`config.mk`:
```
export PLATFORM = sky130hd
export DESIGN_NAME = discardStat
export DESIGN_NICKNAME = d
export VERILOG_FILES = /design/src/rtl/discardPkg.sv /design/src/rtl/channelSplitter.sv /design/src/rtl/discardChannel.sv /design/src/rtl/outputMerger.sv /design/src/rtl/statReader.sv /design/src/rtl/discardStat.sv
export SDC_FILE = /design/constraint.sdc
export NUM_CORES = 1
export LEC_CHECK = 0
export BUFFER_PORTS_ARGS = -buffer_cell sky130_fd_sc_hd__buf_4
export CORE_ASPECT_RATIO = 0.75
export CORE_MARGIN = 8
export CORE_UTILIZATION = 58
export CTS_BUF_LIST = sky130_fd_sc_hd__clkbuf_8
export CTS_CLUSTER_SIZE = 24
export DETAILED_ROUTE_END_ITERATION = 12
export GPL_ROUTABILITY_DRIVEN = 0
export PLACE_DENSITY = 0.83
export SLEW_MARGIN = 5
export SYNTH_ARGS = -nofsm -noshare
export SYNTH_HDL_FRONTEND = slang
export SYNTH_SLANG_ARGS = --single-unit
```
`constraint.sdc`:
```
create_clock -name CLK -period 6.58 [get_ports CLK]
set_input_delay 0.987 -clock CLK [delete_from_list [all_inputs] [get_ports CLK]]
set_output_delay 0.987 -clock CLK [all_outputs]
set_load 0.03 [all_outputs]
```
`src/rtl/discardPkg.sv`:
```
package discardPkg;

  // ------------------------------
  // Stream and channel sizes
  // ------------------------------

  // Logical channels sharing the input stream
  localparam int CHANNEL_COUNT = 4;
  // Width of a channel number
  localparam int CHANNEL_BITS = 2;
  // Width of one data word
  localparam int WORD_BITS = 32;
  // Width of the header length field
  localparam int LENGTH_BITS = 8;
  // Header bits between channel and length
  localparam int RESERVED_BITS = WORD_BITS - CHANNEL_BITS - LENGTH_BITS;

  // ------------------------------
  // Credits
  // ------------------------------

  // Credit counter width, must hold CREDIT_MAX
  localparam int CREDIT_BITS = 7;
  // Downstream buffer per channel in words, also the reset credit
  localparam logic [CREDIT_BITS-1:0] CREDIT_MAX = 7'd64;

  // ------------------------------
  // Statistics
  // ------------------------------

  // Width of a frame counter, wraps at full width
  localparam int COUNTER_BITS = 32;
  // Address is {channel, kind}
  localparam int STAT_ADDR_BITS = 3;
  // Kind codes in the address low bit
  localparam logic STAT_KIND_PASSED = 1'b0;
  localparam logic STAT_KIND_DROPPED = 1'b1;

  // One stream word, seen as payload or as a frame header
  typedef union packed {
    // Payload view
    logic [WORD_BITS-1:0] raw;
    // Header view of the first word of a frame
    struct packed {
      logic [CHANNEL_BITS-1:0]  channel;
      logic [RESERVED_BITS-1:0] reserved;
      // Frame length in words, header included
      logic [LENGTH_BITS-1:0]   length;
    } header;
  } frameWord;

endpackage

```
`src/rtl/channelSplitter.sv`:
```
`timescale 1ns/1ps

module channelSplitter (
  input  logic                                 CLK,
  input  logic                                 reset,
  // Shared input stream, never stalled
  input  discardPkg::frameWord                 inData,
  input  logic                                 inValid,
  input  logic                                 inSof,
  input  logic                                 inEof,
  // One-hot word strobe per discard unit
  output logic [discardPkg::CHANNEL_COUNT-1:0] chanValid,
  // Word and flags shared by all units
  output discardPkg::frameWord                 chanData,
  output logic                                 chanSof,
  output logic                                 chanEof
);

  // Channel of the frame in progress
  logic [discardPkg::CHANNEL_BITS-1:0] frameChannel;
  // Channel of the word on the input this cycle
  logic [discardPkg::CHANNEL_BITS-1:0] wordChannel;
  // Decoded strobe for that channel
  logic [discardPkg::CHANNEL_COUNT-1:0] channelOneHot;

  // ------------------------------
  // Channel tracking
  // ------------------------------

  // Header word carries its own channel, later words use the held one
  assign wordChannel = inSof ? inData.header.channel : frameChannel;

  always_ff @(posedge CLK) begin
    if (reset) begin
      frameChannel <= '0;
    end else if (inValid && inSof) begin
      // Held until the next header, so it covers the whole frame
      frameChannel <= inData.header.channel;
    end
  end

  // Units only see a strobe, never a channel number
  always_comb begin
    channelOneHot = '0;
    channelOneHot[wordChannel] = 1'b1;
  end

  // ------------------------------
  // Word register
  // ------------------------------

  always_ff @(posedge CLK) begin
    if (reset) begin
      chanValid <= '0;
    end else if (inValid) begin
      chanValid <= channelOneHot;
    end else begin
      // Idle cycle, no unit sees a word
      chanValid <= '0;
    end
  end

  // Payload and flags, qualified by chanValid downstream
  always_ff @(posedge CLK) begin
    chanData <= inData;
    chanSof  <= inSof;
    chanEof  <= inEof;
  end

endmodule

```
`src/rtl/discardChannel.sv`:
```
`timescale 1ns/1ps

module discardChannel (
  input  logic                                CLK,
  input  logic                                reset,
  // Word from the splitter, strobe is for this channel only
  input  logic                                wordValid,
  input  discardPkg::frameWord                wordData,
  input  logic                                wordSof,
  input  logic                                wordEof,
  // One word of downstream space given back
  input  logic                                creditReturn,
  // Words of kept frames towards the merger
  output logic                                passValid,
  output discardPkg::frameWord                passData,
  output logic                                passSof,
  output logic                                passEof,
  // Frame statistics, wrap at full width
  output logic [discardPkg::COUNTER_BITS-1:0] passedCount,
  output logic [discardPkg::COUNTER_BITS-1:0] droppedCount
);

  // Free downstream words for this channel
  logic [discardPkg::CREDIT_BITS-1:0] creditCount;
  // Return pulse as a counter increment
  logic [discardPkg::CREDIT_BITS-1:0] creditReturnWide;
  // Words reserved by a header passed this cycle
  logic [discardPkg::CREDIT_BITS-1:0] creditReserve;
  // Credits widened to the length field for the compare
  logic [discardPkg::LENGTH_BITS-1:0] creditCompare;
  // Header of a new frame present this cycle
  logic headerValid;
  // Header length fits in the free space
  logic frameFits;
  // Decision for the rest of the current frame
  logic keepFrame;
  // Word goes on to the merger
  logic forwardWord;

  // ------------------------------
  // Pass or drop decision
  // ------------------------------

  assign headerValid = wordValid && wordSof;

  // Registered credits only, so a return counts from the next cycle on
  assign creditCompare = {
    {(discardPkg::LENGTH_BITS - discardPkg::CREDIT_BITS){1'b0}},
    creditCount
  };

  // Frame passes only if every one of its words has room
  assign frameFits = creditCompare >= wordData.header.length;

  // Header word uses the fresh decision, later words the stored one
  assign forwardWord = wordValid && (wordSof ? frameFits : keepFrame);

  always_ff @(posedge CLK) begin
    if (reset) begin
      keepFrame <= 1'b0;
    end else if (headerValid) begin
      keepFrame <= frameFits;
    end
  end

  // ------------------------------
  // Credit counter
  // ------------------------------

  assign creditReturnWide = {{(discardPkg::CREDIT_BITS - 1){1'b0}}, creditReturn};

  // A passed length never exceeds the credits, so the low bits are enough
  assign creditReserve = (headerValid && frameFits)
                       ? wordData.header.length[discardPkg::CREDIT_BITS-1:0]
                       : '0;

  always_ff @(posedge CLK) begin
    if (reset) begin
      // Downstream buffer starts empty
      creditCount <= discardPkg::CREDIT_MAX;
    end else begin
      // Return and reservation in one cycle both apply
      creditCount <= creditCount + creditReturnWide - creditReserve;
    end
  end

  // ------------------------------
  // Frame counters
  // ------------------------------

  // Counted on the decision cycle of the header
  always_ff @(posedge CLK) begin
    if (reset) begin
      passedCount  <= '0;
      droppedCount <= '0;
    end else if (headerValid) begin
      if (frameFits) begin
        passedCount <= passedCount + 1'b1;
      end else begin
        droppedCount <= droppedCount + 1'b1;
      end
    end
  end

  // ------------------------------
  // Output register
  // ------------------------------

  always_ff @(posedge CLK) begin
    if (reset) begin
      passValid <= 1'b0;
    end else begin
      // Dropped words stop here
      passValid <= forwardWord;
    end
  end

  // Payload follows the strobe one stage later
  always_ff @(posedge CLK) begin
    passData <= wordData;
    passSof  <= wordSof;
    passEof  <= wordEof;
  end

endmodule

```
`src/rtl/outputMerger.sv`:
```
`timescale 1ns/1ps

module outputMerger (
  input  logic                                 CLK,
  input  logic                                 reset,
  // Per-channel streams, at most one valid per cycle
  input  logic [discardPkg::CHANNEL_COUNT-1:0] passValid,
  input  discardPkg::frameWord                 passData [discardPkg::CHANNEL_COUNT],
  input  logic [discardPkg::CHANNEL_COUNT-1:0] passSof,
  input  logic [discardPkg::CHANNEL_COUNT-1:0] passEof,
  // Tagged output stream
  output logic                                 outValid,
  output logic [discardPkg::CHANNEL_BITS-1:0]  outChannel,
  output discardPkg::frameWord                 outData,
  output logic                                 outSof,
  output logic                                 outEof
);

  // Number of the active channel
  logic [discardPkg::CHANNEL_BITS-1:0] selChannel;
  // Word of the active channel
  discardPkg::frameWord selData;
  // Flags of the active channel
  logic selSof;
  logic selEof;
  // Any channel has a word this cycle
  logic anyValid;

  // ------------------------------
  // Channel select
  // ------------------------------

  assign anyValid = |passValid;

  // Valid vector is one-hot, so OR-ing masked values is the select
  always_comb begin
    selChannel = '0;
    selData.raw = '0;
    for (int i = 0; i < discardPkg::CHANNEL_COUNT; i++) begin
      if (passValid[i]) begin
        // Encoder for the channel tag
        selChannel = selChannel | i[discardPkg::CHANNEL_BITS-1:0];
        selData.raw = selData.raw | passData[i].raw;
      end
    end
  end

  // Flags taken only from the valid channel
  assign selSof = |(passValid & passSof);
  assign selEof = |(passValid & passEof);

  // ------------------------------
  // Output register
  // ------------------------------

  always_ff @(posedge CLK) begin
    if (reset) begin
      outValid <= 1'b0;
    end else begin
      outValid <= anyValid;
    end
  end

  // Tag, word and flags ride along with outValid
  always_ff @(posedge CLK) begin
    outChannel <= selChannel;
    outData    <= selData;
    outSof     <= selSof;
    outEof     <= selEof;
  end

endmodule

```
`src/rtl/statReader.sv`:
```
`timescale 1ns/1ps

module statReader (
  input  logic                                 CLK,
  input  logic                                 reset,
  // Read strobe with the counter address
  input  logic                                 statRead,
  input  logic [discardPkg::STAT_ADDR_BITS-1:0] statAddr,
  // Counters of all channels
  input  logic [discardPkg::COUNTER_BITS-1:0]  passedCount [discardPkg::CHANNEL_COUNT],
  input  logic [discardPkg::COUNTER_BITS-1:0]  droppedCount [discardPkg::CHANNEL_COUNT],
  // Read data, one cycle after the strobe
  output logic                                 statValid,
  output logic [discardPkg::COUNTER_BITS-1:0]  statData
);

  // Channel part of the address
  logic [discardPkg::CHANNEL_BITS-1:0] readChannel;
  // Counter kind, passed or dropped
  logic readKind;
  // Counter picked by the address
  logic [discardPkg::COUNTER_BITS-1:0] readCounter;

  // ------------------------------
  // Address decode
  // ------------------------------

  // Upper bits are the channel, low bit the kind
  assign readChannel = statAddr[discardPkg::STAT_ADDR_BITS-1:1];
  assign readKind    = statAddr[0];

  always_comb begin
    if (readKind == discardPkg::STAT_KIND_DROPPED) begin
      readCounter = droppedCount[readChannel];
    end else begin
      readCounter = passedCount[readChannel];
    end
  end

  // ------------------------------
  // Read response
  // ------------------------------

  // One strobe per read, back-to-back reads give back-to-back strobes
  always_ff @(posedge CLK) begin
    if (reset) begin
      statValid <= 1'b0;
    end else begin
      statValid <= statRead;
    end
  end

  // Data held between reads
  always_ff @(posedge CLK) begin
    if (statRead) begin
      statData <= readCounter;
    end
  end

endmodule

```
`src/rtl/discardStat.sv`:
```
`timescale 1ns/1ps

module discardStat (
  input  logic                                  CLK,
  input  logic                                  reset,
  // Input stream, all channels interleaved by frame
  input  discardPkg::frameWord                  inData,
  input  logic                                  inValid,
  input  logic                                  inSof,
  input  logic                                  inEof,
  // Downstream space returned, one bit per channel
  input  logic [discardPkg::CHANNEL_COUNT-1:0]  creditReturn,
  // Output stream tagged with its channel
  output logic                                  outValid,
  output logic [discardPkg::CHANNEL_BITS-1:0]   outChannel,
  output discardPkg::frameWord                  outData,
  output logic                                  outSof,
  output logic                                  outEof,
  // Statistics read port
  input  logic                                  statRead,
  input  logic [discardPkg::STAT_ADDR_BITS-1:0] statAddr,
  output logic                                  statValid,
  output logic [discardPkg::COUNTER_BITS-1:0]   statData
);

  // Splitter to units
  logic [discardPkg::CHANNEL_COUNT-1:0] chanValid;
  discardPkg::frameWord chanData;
  logic chanSof;
  logic chanEof;

  // Units to merger
  logic [discardPkg::CHANNEL_COUNT-1:0] passValid;
  discardPkg::frameWord passData [discardPkg::CHANNEL_COUNT];
  logic [discardPkg::CHANNEL_COUNT-1:0] passSof;
  logic [discardPkg::CHANNEL_COUNT-1:0] passEof;

  // Units to statistics reader
  logic [discardPkg::COUNTER_BITS-1:0] passedCount [discardPkg::CHANNEL_COUNT];
  logic [discardPkg::COUNTER_BITS-1:0] droppedCount [discardPkg::CHANNEL_COUNT];

  // Word register and channel steering
  channelSplitter splitter (
    .CLK       (CLK),
    .reset     (reset),
    .inData    (inData),
    .inValid   (inValid),
    .inSof     (inSof),
    .inEof     (inEof),
    .chanValid (chanValid),
    .chanData  (chanData),
    .chanSof   (chanSof),
    .chanEof   (chanEof)
  );

  // One discard unit per channel
  for (genvar ch = 0; ch < discardPkg::CHANNEL_COUNT; ch++) begin : genChannel
    discardChannel channelUnit (
      .CLK          (CLK),
      .reset        (reset),
      .wordValid    (chanValid[ch]),
      .wordData     (chanData),
      .wordSof      (chanSof),
      .wordEof      (chanEof),
      .creditReturn (creditReturn[ch]),
      .passValid    (passValid[ch]),
      .passData     (passData[ch]),
      .passSof      (passSof[ch]),
      .passEof      (passEof[ch]),
      .passedCount  (passedCount[ch]),
      .droppedCount (droppedCount[ch])
    );
  end

  // Back to one stream with a channel tag
  outputMerger merger (
    .CLK        (CLK),
    .reset      (reset),
    .passValid  (passValid),
    .passData   (passData),
    .passSof    (passSof),
    .passEof    (passEof),
    .outValid   (outValid),
    .outChannel (outChannel),
    .outData    (outData),
    .outSof     (outSof),
    .outEof     (outEof)
  );

  // Counter readback
  statReader reader (
    .CLK          (CLK),
    .reset        (reset),
    .statRead     (statRead),
    .statAddr     (statAddr),
    .passedCount  (passedCount),
    .droppedCount (droppedCount),
    .statValid    (statValid),
    .statData     (statData)
  );

endmodule

```
; Word level (Yosys, flattened, before mapping)
; Index checks and enable logic that the tools add are counted.
[word_totals]
out_inout_bits = 70
reg_bits = 436
[op_classes]
n_reduce_logical = 27
order_cmp = 7
bitwise = 11
addsub = 16
n_mux = 23
[op_table]
columns = cell, count
row1 = 2-to-1 mux 32 bit, 9
row2 = adder 32 x 1 -> 32 bit (second input constant), 8
row3 = binary-select mux 32 bit (select 2 bit), 2
row4 = bitwise OR 32 bit, 3
row5 = greater-or-equal comparator 7 x 8 -> 1 bit, 4
row6 = adder 7 x 1 -> 7 bit, 4
row7 = 2-to-1 mux 7 bit, 4
row8 = subtractor 7 bit, 4
row9 = AND reduction 2 bit, 8
row10 = logical AND 1 bit, 14
row11 = OR reduction 4 bit, 3
row12 = AND 4 bit, 2
row13 = 2-to-1 mux 1 bit, 6
row14 = inverter 1 bit, 5
row15 = OR reduction 2 bit, 2
row16 = greater-or-equal comparator 3 bit (second input constant), 1
row17 = less-than comparator 2 x 3 -> 1 bit (second input constant), 1
row18 = inverter 2 -> 3 bit, 1
row19 = demux 1 bit (select 2 bit), 1
row20 = greater-or-equal comparator 2 x 1 -> 1 bit (second input constant), 1
row21 = 2-to-1 mux 2 bit, 1

; Logic depth before layout (Yosys ltp)
[logic_depth]
ltp_word = 7
mapped_depth = 18

; Hierarchy
; A second synthesis with hierarchy kept.
[unflattened]
hier_cells = 2359
area_unflattened_um2 = 24462.2
[by_module_without_submodules]
columns = mod, seq_area_each_um2, area_per_inst_um2, n_inst, cells_each
row1 = discardChannel (genChannel[0].channelUnit ...), 2142.1, 4710.8, 3, 501
row2 = discardChannel (genChannel[3].channelUnit), 2142.1, 4566.9, 1, 493
row3 = statReader, 980.9, 3060.4, 1, 148
row4 = outputMerger, 740.7, 1774.2, 1, 159
row5 = channelSplitter, 800.8, 928.4, 1, 56

; Least setup slack after synthesis
; Ideal clock, no wire load.
[synth_timing]
kind = reg-to-reg
from = register splitter.chanData[6] in the netlist's numbering
to = register genChannel[0].channelUnit.creditCount[6] in the netlist's numbering
required_ns = 6.453
setup_time_ns = 0.127
t_arrival_ns = 3.819
stages_incl_launch_ff = 19
slack_ns = 2.634
cell_sequence = dfxtp_1 -> inv_1 -> ha_1 -> and4b_4 -> o2bb2ai_1 -> a31o_1 -> buf_2 -> buf_2 -> and3_1 -> ha_1 -> inv_1 -> ha_1 -> fa_1 -> a211oi_1 -> o21bai_1 -> a21oi_1 -> xnor2_1 -> and3_1 -> or3_1
[synth_between]
elab_chain_cells = 4
[synth_lines]
columns = element, line
row1 = from (decl), channelSplitter.sv:14  ; output discardPkg::frameWord chanData,
row2 = from (signal assigned), channelSplitter.sv:65  ; chanData <= inData;
row3 = greater-or-equal comparator 7 x 8 -> 1 bit, discardChannel.sv:53  ; assign frameFits = creditCompare >= wordData.header.length;
row4 = logical AND 1 bit, discardChannel.sv:73  ; assign creditReserve = (headerValid && frameFits)
row5 = 2-to-1 mux 7 bit *, discardChannel.sv:74  ; ? wordData.header.length[discardPkg::CREDIT_BITS-1:0]
row6 = subtractor 7 bit *, discardChannel.sv:83  ; creditCount <= creditCount + creditReturnWide - creditReserve;
row7 = to (signal assigned), discardChannel.sv:80  ; creditCount <= discardPkg::CREDIT_MAX;
row8 = to (signal assigned), discardChannel.sv:83
row9 = to (decl), discardChannel.sv:24  ; logic [discardPkg::CREDIT_BITS-1:0] creditCount;
; Every way passes the cells marked *; elsewhere a longest branch is shown, timed or not.
; A chain may end at the register's enable or synchronous reset.

; Final worst setup path
; Ends and elaborated chain as after synthesis.

==> reports/qor.csv <==
metric,value,unit
synth.top_cell.area_share,40.2,%
grt_max_degree,134,
rsz0062_at_grt,no,
worst-endpoint-required,7.06,ns
slowest_stage,dfxtp_1,
ios,115,
crit_cells,16,
finClkSkew,0.0509,ns
synth_area,20100,um^2
worstSetupEndpointType,flop,
ff2ff_setup_slack,1.81,ns
wl_per_cell,19.0,um
fin_tns_setup,0,ns
cp_max_fo,22,
async_flop_share,0,%
clock-sinks,436,
htree_levels,3,
grt_pass1_vias,15400,
drtIter0Drc,1584,
dpl_cell_area,21300,um^2
crit_buf_inv,2,
synth_top_family_by_area,simple AND/OR/NAND/NOR gates,
start_kind,flop,
slew_headroom,17.7,%
portBuffers,114,
fin_area,22800,um^2
drt-total-wl,50.6,mm
syn_inst,2053,
max_stage_delay,0.57,ns
power_density,273,nW/um^2
dp_slack,1.98,ns
rows,59,
worstSetupPathType,flop to flop,
holdBufCountCts,0,
critPathMostFrequentCell,ha_1,
setup_ws,1.81,ns
fmax,0.210,GHz
worst_ep_arrival_time,5.25,ns
ys_types,64,
cp-endpoint,genChannel[0].channelUnit.creditCount[6],
yosys.area_share.simple,21.9,%
post-route-period-util,72.5,%
clkTransAtPathRegs,0.06,ns
maxCapViolations,0,
viasPerCell,6.02,
timing.rr.start,splitter.chanData[6],
seqCellArea,9050,um^2
r2r_cells,16,
cts_tree,done,
cts_root_buffer,clkbuf_8,
multi_input_area,10500,um^2
area_delta_synth_final,13.2,%
vdd_drop_max,0.203,mV
ys.flop_type,dfxtp_1,
grt_pass1_wl,80.3,mm
power_leakage,0.00825,uW
synth-seq-area-share,44.9,%
ys_ff_latch,436,
yosysTopAreaCell,dfxtp_1,
final_max_slew_viol_count,0,
avgSynthCellArea,9.81,um^2
die-area,41000,um^2
post_cts_resized,0,
synthMuxAreaShare,9.52,%
path_cells,inv_1 > ha_1 > and4b_4 > o2bb2ai_1 > a31oi_2 > buf_4 > nor2_1 > nand2_1 > ha_1 > fa_1 > a211oi_1 > o21bai_1 > a21oi_1 > xnor2_1 > and3_1 > or3_1,
nNetsFinal,2292,
dieHeight,177,um
hold_path.class,flop to flop,
vias,16000,
r2r-end,genChannel[0].channelUnit.creditCount[6],
timing_hold_violations_final,0,
clock_latency,0.63,ns
post_cts_buffers,0,
critPathLaunch,splitter.chanData[6],
finalCriticalPeriod,4.77,ns
synthesis.nets,2186,
setup_viol,0,
ys.warnings.count,0,
synth_compound_area_share,5.14,%
synth-xor-area-share,9.74,%
drive_gt1_share,16.3,%
synthAdderAreaFrac,5.62,%
fillers,2549,
numCtsBuffers,68,
core-area,34500,um^2
path_delay_family,simple AND/OR/NAND/NOR gates,
worst_pin_slew,1.23,ns
yosys-top-cells-area,"dfxtp_1, mux4_2, xnor2_1, ha_1, nor2_1",
hold-path-cell-count,0,
drc_errors,0,
grt_overflow,0,
die_x,231,um
ant_nets,0,
antenna_found_initial,3,
synth_edf_count,32,
start_util,58.4,%
clock_path_buffers,3,
status,"finished, final reports clean",
track_usage,24.1,%
dr.pass1.iters,7,
hpwl,35.8,mm
## how the worst min path moves through the flow
stage                                             end  slack [ns]                   from
2_1_floorplan  genChannel[3].channelUnit.passData[10]        0.31  splitter.chanData[10]
3_3_place_gp    genChannel[3].channelUnit.passData[9]        0.31   splitter.chanData[9]
3_5_place_dp   genChannel[3].channelUnit.passData[21]        0.31  splitter.chanData[21]
4_1_cts        genChannel[3].channelUnit.passData[21]        0.33  splitter.chanData[21]
5_1_grt        genChannel[3].channelUnit.passData[16]        0.33  splitter.chanData[16]
6_report       genChannel[3].channelUnit.passData[16]        0.32  splitter.chanData[16]
## per-stage QoR
stage                     cells  power, uW  utilization [%]  hold WS (ns)
after floorplan            2053       3580                -         0.310
after global placement     2546       3760             61.9         0.311
after detailed placement   2546       3810             61.9         0.312
after CTS                  2664       6240             66.1         0.327
after global routing       2664       6500             66.1         0.325
final                      2665       6220             66.1         0.321
## layout make-up
class	count	share of cell area [%]
Tap cell	457	2.51
Multi-Input combinational cell	1456	46.0
Clock buffer	85	5.13
Antenna cell	1	0.0110
Timing Repair Buffer	131	4.35
Inverter	66	1.09
Clock inverter	33	1.27
Sequential cell	436	39.7
## report_power, final
group | switching (uW) | internal (uW) | total [uW]
sequential | 67.4 | 2770 | 2830
clock | 1100 | 1340 | 2430
combinational | 554 | 403 | 957
## Yosys cell counts, drive strengths merged (3+ instances only)
cell and n:
dfxtp 404, nor2 272, xnor2 138, nand2 109
nand3 97, xor2 86, ha 84, nand4 76
a21oi 73, clkbuf 67, inv 66, mux4 64
nor4 61, nor3 56, o21ai 51, nor2b 50
or3 44, mux2 36, edfxtp 32, and3 30
buf 28, and4 21, and2 15, nor3b 11
a211oi 9, o211ai 8, o21bai 8, mux2i 7
nor4b 7, a21o 5, or2 5, fa 4
o31ai 4, a2111oi 3, or4 3
## routing by layer
layer	track usage, %	share of wire (%)	wire length, um
met5	0	0.038	19
met4	8.62	2.8	1410
met3	5.93	9.3	4720
met2	37.3	44	22500
met1	32.7	43	21900
## cell families after synthesis
group	after synthesis
AO/OA/AOI/OAI	175
buffers and inverters	161
adder cells (fa/ha/maj)	88
flip-flops	436
multiplexers	107
XOR/XNOR	224
AND/OR/NAND/NOR	862
## placed cells by master, fill, tap and decap left out, drive strengths merged, types with 11 or more instances in the layout
| cell type | instances |
|---|---|
| o21ai | 51 |
| or3 | 44 |
| inv | 80 |
| clkinv | 11 |
| nor4 | 61 |
| xnor2 | 138 |
| and4 | 21 |
| and2 | 15 |
| nor3b | 11 |
| nand3 | 97 |
| nor2b | 50 |
| edfxtp | 32 |
| nor3 | 56 |
| dfxtp | 404 |
| nor2 | 272 |
| nand2 | 109 |
| mux2 | 36 |
| clkbuf | 85 |
| mux4 | 64 |
| buf | 131 |
| and3 | 30 |
| ha | 84 |
| xor2 | 86 |
| a21oi | 73 |
| nand4 | 76 |
## registers in the layout, summed over array words and instances (netlist names), 28 cells and up
register and cells:
merger.outData 32, genChannel.channelUnit.droppedCount 128, reader.statData 32, genChannel.channelUnit.creditCount 28
genChannel.channelUnit.passData 32, genChannel.channelUnit.passedCount 128, splitter.chanData 32
(Power assumes the default switching activity.)
